==> config.mk <==
export PLATFORM = sky130hd
export DESIGN_NAME = screenTop
export DESIGN_NICKNAME = d
export VERILOG_FILES = /design/src/design/screenPkg.sv /design/src/design/screenController.sv /design/src/design/frameTimer.sv /design/src/design/pixelScanner.sv /design/src/design/pixelPalette.sv /design/src/design/screenTop.sv
export SDC_FILE = /design/constraint.sdc
export NUM_CORES = 1
export LEC_CHECK = 0
export ABC_AREA = 1
export BUFFER_PORTS_ARGS = -buffer_cell sky130_fd_sc_hd__buf_4
export CAP_MARGIN = 20
export CORE_MARGIN = 2
export CORE_UTILIZATION = 40
export DETAILED_ROUTE_END_ITERATION = 7
export HOLD_SLACK_MARGIN = 0.05
export PLACE_DENSITY = 0.68
export SYNTH_ARGS = -nofsm -noshare
export SYNTH_HDL_FRONTEND = slang
export SYNTH_HIERARCHICAL = 1
export SYNTH_SLANG_ARGS = --single-unit
==> constraint.sdc <==
create_clock -name clk -period 7.74 [get_ports clk]
set_clock_uncertainty 0.2 [all_clocks]
set_input_delay 0 -clock clk [delete_from_list [all_inputs] [get_ports clk]]
set_output_delay 0 -clock clk [all_outputs]
set_load 0.01 [all_outputs]
==> src/design/screenPkg.sv <==
`default_nettype none

package screenPkg;

	// Framebuffer geometry
	localparam int unsigned ScreenWidth = 160;
	localparam int unsigned ScreenHeight = 120;

	// Coordinate and colour widths
	localparam int unsigned XWidth = 8;
	localparam int unsigned YWidth = 7;
	localparam int unsigned ColorWidth = 3;

	// 4 Hz from a 50 MHz board clock
	localparam int unsigned TickPeriodDefault = 12_500_000;

	// Title images are vertical bars, scenes are horizontal bands
	localparam int unsigned TitleBarWidth = 20;
	localparam int unsigned SceneBandHeight = 15;

	// Picture chosen for one frame
	typedef enum logic [2:0] {
		Black = 3'd0,
		Title0 = 3'd1,
		Title1 = 3'd2,
		Title2 = 3'd3,
		Scene0 = 3'd4,
		Scene1 = 3'd5
	} imageT;

	// One pixel position, x is the column
	typedef struct packed {
		logic [XWidth-1:0] x;
		logic [YWidth-1:0] y;
	} coordT;

	// Scanned position, valid while the raster walk is active
	typedef struct packed {
		coordT coord;
		logic valid;
	} scanT;

	// Pixel write to the framebuffer
	typedef struct packed {
		coordT coord;
		logic [ColorWidth-1:0] color;
	} pixelT;

endpackage

`default_nettype wire

==> src/design/screenController.sv <==
`timescale 1ns/1ps
`default_nettype none

module screenController (
	input wire logic clk,
	input wire logic rstN,
	input wire logic userCont,
	input wire logic tick,
	input wire logic scanDone,
	output screenPkg::imageT image,
	output logic frameStart
);

	// Idle only after reset, then load and draw for each image
	typedef enum logic [1:0] {
		Idle = 2'd0,
		Load = 2'd1,
		Draw = 2'd2
	} stateT;

	stateT state;
	stateT nextState;

	screenPkg::imageT nextImage;

	// Title images react to the continue key
	logic isTitle;
	// Draw state is done with the current image
	logic advance;

	always_comb begin
		isTitle = (image == screenPkg::Title0) ||
			(image == screenPkg::Title1) ||
			(image == screenPkg::Title2);
	end

	// Black clear runs to the end of the scan, the rest wait on the timer
	always_comb begin
		if (image == screenPkg::Black) begin
			advance = scanDone;
		end else begin
			advance = tick || (isTitle && userCont);
		end
	end

	// Next picture
	always_comb begin
		case (image)
			screenPkg::Black: begin
				nextImage = screenPkg::Title0;
			end
			// Continue wins over the rotation
			screenPkg::Title0: begin
				nextImage = userCont ? screenPkg::Scene0 : screenPkg::Title1;
			end
			screenPkg::Title1: begin
				nextImage = userCont ? screenPkg::Scene0 : screenPkg::Title2;
			end
			screenPkg::Title2: begin
				nextImage = userCont ? screenPkg::Scene0 : screenPkg::Title0;
			end
			// Scenes just alternate
			screenPkg::Scene0: begin
				nextImage = screenPkg::Scene1;
			end
			screenPkg::Scene1: begin
				nextImage = screenPkg::Scene0;
			end
			default: begin
				nextImage = screenPkg::Black;
			end
		endcase
	end

	// State sequencing
	always_comb begin
		case (state)
			Idle: begin
				nextState = Load;
			end
			// Single cycle, kicks off scanner and timer
			Load: begin
				nextState = Draw;
			end
			Draw: begin
				nextState = advance ? Load : Draw;
			end
			default: begin
				nextState = Idle;
			end
		endcase
	end

	always_ff @(posedge clk or negedge rstN) begin
		if (!rstN) begin
			state <= Idle;
		end else begin
			state <= nextState;
		end
	end

	// Power-on picture is the black clear
	always_ff @(posedge clk or negedge rstN) begin
		if (!rstN) begin
			image <= screenPkg::Black;
		end else if (state == Draw && advance) begin
			image <= nextImage;
		end
	end

	// Restarts both the raster scan and the delay counter
	always_comb begin
		frameStart = (state == Load);
	end

	// Picture stays fixed while the scanner walks the frame
	imageHeldInDraw: assert property (
		@(posedge clk) disable iff (!rstN)
		(state == Draw) && ($past(state) == Draw) |-> $stable(image)
	);

endmodule

`default_nettype wire

==> src/design/frameTimer.sv <==
`timescale 1ns/1ps
`default_nettype none

module frameTimer #(
	parameter int unsigned tickPeriod = screenPkg::TickPeriodDefault
) (
	input wire logic clk,
	input wire logic rstN,
	input wire logic frameStart,
	output logic tick
);

	// Wide enough for tickPeriod - 1
	typedef logic [$clog2(tickPeriod)-1:0] countT;

	countT count;
	// Counting since the last frameStart
	logic running;

	// Expiry, tickPeriod cycles after the reload
	always_comb begin
		tick = running && (count == '0);
	end

	always_ff @(posedge clk or negedge rstN) begin
		if (!rstN) begin
			count <= '0;
			running <= 1'b0;
		end else if (frameStart) begin
			// Reload wins, even mid count
			count <= countT'(tickPeriod - 1);
			running <= 1'b1;
		end else if (tick) begin
			// One shot, idle until reloaded
			running <= 1'b0;
		end else if (running) begin
			count <= count - 1'b1;
		end
	end

	// Single pulse per frame
	tickOneCycle: assert property (
		@(posedge clk) disable iff (!rstN)
		tick && !frameStart |=> !tick
	);

endmodule

`default_nettype wire

==> src/design/pixelScanner.sv <==
`timescale 1ns/1ps
`default_nettype none

module pixelScanner (
	input wire logic clk,
	input wire logic rstN,
	input wire logic frameStart,
	output screenPkg::scanT scan,
	output logic scanDone
);

	screenPkg::coordT pos;
	// Raster walk in progress
	logic active;

	logic lastColumn;
	logic lastRow;

	always_comb begin
		lastColumn = (int'(pos.x) == screenPkg::ScreenWidth - 1);
		lastRow = (int'(pos.y) == screenPkg::ScreenHeight - 1);
	end

	// x runs fastest, y steps at the end of each row
	always_ff @(posedge clk or negedge rstN) begin
		if (!rstN) begin
			pos <= '0;
			active <= 1'b0;
			scanDone <= 1'b0;
		end else if (frameStart) begin
			// Restart from (0,0), also mid frame
			pos <= '0;
			active <= 1'b1;
			scanDone <= 1'b0;
		end else if (active) begin
			if (lastColumn) begin
				pos.x <= '0;
				if (lastRow) begin
					// Last pixel out, stop and flag it
					active <= 1'b0;
					scanDone <= 1'b1;
				end else begin
					pos.y <= pos.y + 1'b1;
				end
			end else begin
				pos.x <= pos.x + 1'b1;
			end
		end else begin
			scanDone <= 1'b0;
		end
	end

	always_comb begin
		scan.coord = pos;
		scan.valid = active;
	end

	// Never walks off the framebuffer
	scanInsideScreen: assert property (
		@(posedge clk) disable iff (!rstN)
		scan.valid |-> (int'(scan.coord.x) < screenPkg::ScreenWidth) &&
			(int'(scan.coord.y) < screenPkg::ScreenHeight)
	);

endmodule

`default_nettype wire

==> src/design/pixelPalette.sv <==
`timescale 1ns/1ps
`default_nettype none

module pixelPalette (
	input wire logic clk,
	input wire logic rstN,
	input wire screenPkg::imageT image,
	input wire screenPkg::scanT scan,
	output logic plot,
	output screenPkg::pixelT pixel
);

	// Which bar or band the pixel falls in
	int unsigned barIndex;
	int unsigned bandIndex;
	// Colour before wrapping to 3 bits
	int unsigned colorSum;

	logic [screenPkg::ColorWidth-1:0] color;

	always_comb begin
		barIndex = int'(scan.coord.x) / screenPkg::TitleBarWidth;
		bandIndex = int'(scan.coord.y) / screenPkg::SceneBandHeight;
		case (image)
			// Titles shift the bar colours by their index
			screenPkg::Title0: begin
				colorSum = barIndex;
			end
			screenPkg::Title1: begin
				colorSum = barIndex + 1;
			end
			screenPkg::Title2: begin
				colorSum = barIndex + 2;
			end
			// Scenes skip colour 0 on the first band
			screenPkg::Scene0: begin
				colorSum = bandIndex + 1;
			end
			screenPkg::Scene1: begin
				colorSum = bandIndex + 4;
			end
			default: begin
				colorSum = 0;
			end
		endcase
		// Modulo 8
		color = colorSum[screenPkg::ColorWidth-1:0];
	end

	// Write strobe lines up with the registered pixel
	always_ff @(posedge clk or negedge rstN) begin
		if (!rstN) begin
			plot <= 1'b0;
		end else begin
			plot <= scan.valid;
		end
	end

	always_ff @(posedge clk) begin
		pixel.coord <= scan.coord;
		pixel.color <= color;
	end

endmodule

`default_nettype wire

==> src/design/screenTop.sv <==
`timescale 1ns/1ps
`default_nettype none

module screenTop #(
	parameter int unsigned tickPeriod = screenPkg::TickPeriodDefault
) (
	input wire logic clk,
	input wire logic rstN,
	input wire logic userCont,
	output logic plot,
	output screenPkg::pixelT pixel
);

	// Controller to datapath
	screenPkg::imageT image;
	logic frameStart;

	// Datapath back to controller
	logic tick;
	logic scanDone;

	// Scanner to palette
	screenPkg::scanT scan;

	// Sequences clear, titles and scenes
	screenController i_screenController (
		.clk(clk),
		.rstN(rstN),
		.userCont(userCont),
		.tick(tick),
		.scanDone(scanDone),
		.image(image),
		.frameStart(frameStart)
	);

	// Delay between images, restarted each frame
	frameTimer #(
		.tickPeriod(tickPeriod)
	) i_frameTimer (
		.clk(clk),
		.rstN(rstN),
		.frameStart(frameStart),
		.tick(tick)
	);

	// 160x120 raster walk
	pixelScanner i_pixelScanner (
		.clk(clk),
		.rstN(rstN),
		.frameStart(frameStart),
		.scan(scan),
		.scanDone(scanDone)
	);

	// Colour lookup and framebuffer write
	pixelPalette i_pixelPalette (
		.clk(clk),
		.rstN(rstN),
		.image(image),
		.scan(scan),
		.plot(plot),
		.pixel(pixel)
	);

endmodule

`default_nettype wire

After elaboration in Yosys (flattened, before gate mapping)
Index checks and enable logic that the tools add are counted.

storage, ports and cells
  register bits after elaboration = 66
  input bits = 3
  word-level logic and storage cells = 76

operators by class
  add/sub/neg operators = 7
  divide/modulo/power cells = 2
  equality and inequality tests = 13
  muxes and demuxes = 26
  reductions and logical operators = 16

operators with widths
  cell                                                  count
  2-to-1 mux 24 bit                                     3
  divider 7 x 4 -> 32 bit (second input constant)       1
  divider 8 x 5 -> 32 bit (second input constant)       1
  2-to-1 mux 15 bit                                     2
  logical NOT 24 bit                                    1
  subtractor 24 x 1 -> 24 bit (second input constant)   1
  one-hot mux 3 bit (6 select lines)                    1
  one-hot mux 3 bit (5 select lines)                    1
  2-to-1 mux 7 bit                                      2
  2-to-1 mux 1 bit                                      11
  2-to-1 mux 3 bit                                      3
  adder 8 x 1 -> 8 bit (second input constant)          1
  equality test 8 bit (second input constant)           1
  2-to-1 mux 8 bit                                      1
  nonzero test 2 bit                                    4
  adder 7 x 1 -> 7 bit (second input constant)          1
  equality test 7 bit (second input constant)           1
  adder 3 x 1 -> 3 bit (second input constant)          2
  equality test 3 x 2 -> 1 bit (second input constant)  2
  equality test 3 bit (second input constant)           2
  != test 3 bit (second input constant)                 2
  one-hot mux 2 bit (3 select lines)                    1
  != test 2 bit (second input constant)                 2
  AND reduction 2 bit                                   2
  11 further kinds                                      15

Logic depth before layout (Yosys ltp)
  depth after elaboration = 8
  gate-level depth with buffers = 22
  gate-level depth less buffers = 22

Hierarchy
Netlist, hierarchy kept.

modules (own cells, without submodules)
  module            times used  cells an instance  area each (um^2)
  frameTimer        1           256                1,737.9
  pixelPalette      1           196                1,258.7
  pixelScanner      1           125                1,032.2
  screenController  1           40                 316.6

Worst setup path after synthesis
No wires, ideal clock.

  path kind = register to register
  start = register i_pixelScanner.pos, in the netlist i_pixelScanner/scan[4]
  end = register i_pixelPalette/pixel[1] (netlist name)
  setup time = 0.131 ns
  data arrival time = 2.812 ns
  setup slack = 4.597 ns
  cell stages (with the launch flop) = 22
  clock period less this slack = 3.143 ns
  path through = dfrtp_1 nand2_2 nor2_4 ha_1 inv_1 nand2_1 nand2_2 nand3_1 nand2_1 nand2_1 inv_1 ha_1 nand3_2 o21ai_1 nor2_1 nand2_1 nand3_1 o21ai_1 nand2_1 ha_1 a221oi_1 o21ai_0

on the way
  longest elaborated chain between the ends = 3
  elaborated cells between the ends (all ways) = 4

ends and longest elaborated chain
  item                                                 line                                    source
  start: declaration                                   pixelScanner.sv:12                      screenPkg::coordT pos;
  divider 7 x 4 -> 32 bit *                            pixelPalette.sv:23                      bandIndex = int'(scan.coord.y) / screenPkg::SceneBandHeight;
  adder 3 bit or adder 3 x 1 -> 3 bit (tied branches)  pixelPalette.sv:40, pixelPalette.sv:37
  one-hot mux 3 bit (5 select lines) *                 pixelPalette.sv:24                      case (image)
  via i_pixelPalette.colorSum[1]                       pixelPalette.sv:17                      int unsigned colorSum;

Mark *: on every way through the listed nets, which the timed path passes. The rest lies on a longest branch.
A chain may end at the register's enable or synchronous reset.

Final worst setup path
  start = register i_pixelScanner.pos, in the netlist i_pixelScanner/scan[4]
  end = register i_pixelPalette/pixel[1] (netlist name)

on the way
  longest elaborated chain between the ends = 3
  elaborated cells between the ends (all ways) = 4

ends and longest elaborated chain
  item                                                 line
  divider 7 x 4 -> 32 bit *                            pixelPalette.sv:23
  adder 3 bit or adder 3 x 1 -> 3 bit (tied branches)  pixelPalette.sv:40, pixelPalette.sv:37
  one-hot mux 3 bit (5 select lines) *                 pixelPalette.sv:24
  via i_pixelPalette.colorSum[1]                       pixelPalette.sv:17

Marked as above.

==> metrics <==
ports placed on the boundary=22; Net count, final=656; share of the cycle needed by the critical path after routing=between 40% and 50%; max-cap check violation count=0; root buffer selected by CTS=sky130_fd_sc_hd__clkbuf_8; total congestion overflow after global routing=0; Worst Hold Path EP=i_pixelPalette/pixel[11]; r2r worst-path depth=21; antenna diode instance count=0; Worst R2R End=i_pixelPalette/pixel[1]; share of synthesized area occupied by flip-flops and latches=between 30% and 40%; number of flops mapped to enable cells by yosys=0; fin crit period=about 3.5 ns; cell depth of the worst min-delay path=0; TritonCTS clock tree=built; CTS Buffer Depth=2; r2r setup slk=around 4.2 ns; die width=about 110 um; Crit Path Class=reg2reg; vertical die dimension=about 110 um; synthesized net count=between 600 and 700; number of max-slew violations in the final report=0; required time at the endpoint of the critical path=about 8 ns; origin of the worst min-delay path=i_pixelScanner/scan[9]; number of antenna violations at the first check in global routing=0; setup repair after global routing missed its margin=false; adder-cell area share of the yosys netlist=2.30%; Vias=~3.9k; leakage dissipation=between 2 and 2.5 nW; quantity of I/O buffers inserted on ports=21; mean instance size in the synthesized netlist=7.04 um2; 1st-iter DRT viols=around 170; arrival time of data at the critical path endpoint=about 3.6 ns; maximum clock rate=0.284 GHz; launch instance of the worst register-to-register path=i_pixelScanner/scan[4]; complex-gate fraction of the synthesized area=under 10%; maximum vdd ir drop=0.0927 mV; estimated wirelength of the detail-placed design=6990 um; placed cell area=0.00462 mm2; Worst-Skew Late Latency=approximately 0.36 ns; number of remaining DRC errors=0; most common cell after layout, fill and taps aside=sky130_fd_sc_hd__nand2_1; worst setup margin=around 4.2 ns; leading cell types in the layout, fill and taps excluded=sky130_fd_sc_hd__nand2_1, sky130_fd_sc_hd__nand3_1, sky130_fd_sc_hd__inv_1; H-tree levels=3; total of warnings raised by yosys=6; share of flip-flops with an asynchronous set or reset=72.7%; synthesized-area fraction occupied by xor and xnor cells=roughly 2%; pin count of the biggest net entering global routing=49; flip-flop and latch count after synthesis=66; Synth Instances=617; largest fanout on the critical path=10; relative slew slack=46.4%; Hold Violations, Final=0; cell area after technology mapping=0.00435 mm2; Final Instance Count excl. Fillers=just under 800; actual slew at the worst max-slew pin=around 0.80 ns; total negative slack=0 ns; number of global-route vias before repair=between 3k and 4k; Power Dens Cells=132 mW/mm2; Finished Core Util=a little under half; register clock-pin slew on the reported worst setup and hold paths=approximately 0.070 ns; placed instance count=770; global-route usage over all layers=around 18%; share of post-route cells with drive strength above 1=about 16%; area of the die=roughly 0.012 mm2; Clock Sinks=66; vias per std cell=roughly 5; standard-cell rows=38; Initial Util=approximately 40%; nature of the critical path startpoint=register; number of setup violations in the final report=0; fraction of the mapped netlist area in simple logic gates=between 40% and 50%; post-placement setup slack=approximately 4.2 ns; largest family of logic cells by synthesized area=simple AND/OR/NAND/NOR gates; predominant post-synthesis flop cell=sky130_fd_sc_hd__dfrtp_1; run status=finished, final reports clean; post-detailed-route wirelength per cell=12.0 um; signed area change from the synthesized netlist to the final layout=11.9%; remaining number of nets flagged by the antenna check after routing=0; buffers inserted during post-CTS setup optimization=0; global-route wire length before repair=roughly 17000 um; Min Hold Slack=0.247 ns; path class of the lowest-slack min-delay path=reg2reg; last weighted congestion value of the routability-driven placer=0.921; final wirelength=approximately 9500 um; Pre-Repair DR Iteration Count=4; number of distinct library cells after synthesis=38; power consumption=between 0.6 and 0.7 mW; critical path endpoint category=register; final cell area excluding filler cells=0.00486 mm2; Placeable Area=~0.011 mm2; Inserted Clock Buffers=9; fraction of synthesized area in multiplexers=0%
[sequential cells by signal (all words and copies together) (netlist names)]
name	flops
i_pixelPalette/pixel	18
i_screenController/image	3
i_pixelScanner/scanDone	1
i_pixelScanner/active	1
i_pixelScanner/scan	15
i_frameTimer/running	1
i_pixelPalette/plot	1
i_frameTimer/count	24
i_screenController/state	2
[layout make-up]
cell class                      count  area (um2)
Multi-Input combinational cell    459        2410
Clock buffer                       12         145
Timing Repair Buffer               25         215
Sequential cell                    66        1560
Fill cell                        1065        5840
Tap cell                          140         175
Inverter                           84         317
Clock inverter                      3        42.5
[report_power, final]
part | internal (mW) | leakage [nW] | total [mW] | switching (mW)
clock network | 0.155 | 0.0925 | 0.287 | 0.132
registers | 0.343 | 0.688 | 0.343 | 0
logic | 0.00337 | 1.61 | 0.00953 | 0.00616
total | 0.502 | 2.39 | 0.640 | 0.138
[worst max-delay path by stage]
stage                                 from                      end  slack, ns  depth (start not counted)
floorplan           i_pixelScanner/scan[4]  i_pixelPalette/pixel[1]       4.60                         21
global placement    i_pixelScanner/scan[4]  i_pixelPalette/pixel[1]       4.45                         21
detailed placement  i_pixelScanner/scan[4]  i_pixelPalette/pixel[1]       4.24                         21
CTS                 i_pixelScanner/scan[4]  i_pixelPalette/pixel[1]       4.24                         21
global route        i_pixelScanner/scan[4]  i_pixelPalette/pixel[1]       3.75                         22
finish              i_pixelScanner/scan[4]  i_pixelPalette/pixel[1]       4.22                         21
[worst max-delay path, stage by stage (launching register included)]
cell and delay (ns):
sky130_fd_sc_hd__dfrtp_1 0.54, sky130_fd_sc_hd__nand2_2 0.14, sky130_fd_sc_hd__nor2_4 0.11, sky130_fd_sc_hd__ha_1 0.23
sky130_fd_sc_hd__inv_1 0.05, sky130_fd_sc_hd__nand2_1 0.05, sky130_fd_sc_hd__nand2_2 0.07, sky130_fd_sc_hd__nand3_1 0.17
sky130_fd_sc_hd__nand2_1 0.15, sky130_fd_sc_hd__nand2_1 0.06, sky130_fd_sc_hd__inv_1 0.05, sky130_fd_sc_hd__ha_1 0.17
sky130_fd_sc_hd__nand3_2 0.12, sky130_fd_sc_hd__o21ai_1 0.13, sky130_fd_sc_hd__nor2_1 0.09, sky130_fd_sc_hd__nand2_1 0.07
sky130_fd_sc_hd__nand3_1 0.09, sky130_fd_sc_hd__o21ai_1 0.18, sky130_fd_sc_hd__nand2_1 0.08, sky130_fd_sc_hd__ha_1 0.26
sky130_fd_sc_hd__a221oi_1 0.27, sky130_fd_sc_hd__o21ai_0 0.13
[synth_stat cells, types with 6 or more instances]
cell                      number  area [um2]
sky130_fd_sc_hd__a21oi_1       6        30.0
sky130_fd_sc_hd__nor2_2       11        68.8
sky130_fd_sc_hd__o21ai_0      10        50.1
sky130_fd_sc_hd__o21ai_2      12         105
sky130_fd_sc_hd__nand3_2       6        60.1
sky130_fd_sc_hd__o21ai_1      13        65.1
sky130_fd_sc_hd__inv_1        72         270
sky130_fd_sc_hd__nand3_1      79         395
sky130_fd_sc_hd__dfrtp_1      48        1200
sky130_fd_sc_hd__nor2_1       64         240
sky130_fd_sc_hd__nand2_2      11        68.8
sky130_fd_sc_hd__nand4_1      22         138
sky130_fd_sc_hd__dfxtp_1      18         360
sky130_fd_sc_hd__nand2_1     168         631
sky130_fd_sc_hd__ha_1          8         100
sky130_fd_sc_hd__xor2_1        8        70.1
sky130_fd_sc_hd__inv_2        11        41.3
sky130_fd_sc_hd__nor3_1        8        40.0
[per-layer routing]
| metal | vias to the layer above | part of all wire (%) | GRT usage (%) |
|---|---|---|---|
| li1 | 2056 | - | - |
| met1 | 1792 | 47 | 23.4 |
| met2 | 63 | 47 | 28.4 |
| met3 | 16 | 3.6 | 3.68 |
| met4 | 0 | 1.9 | 7.78 |
| met5 | - | 0 | 0 |
[kinds of logic after synthesis]
group                      after synthesis
xor gates and xnor gates                10
AOI/OAI and AO/OA                       49
DFF                                     66
adders and majority gates                8
buffers and inverters                   92
and+or+nand+nor                        392
[timing repair]
action                     4_1_cts  5_1_grt
setup endpoints to repair        0        0
resized for setup                0        0
hold endpoints to repair        53        0
hold buffers                     4        0
(Power assumes the default switching activity.)
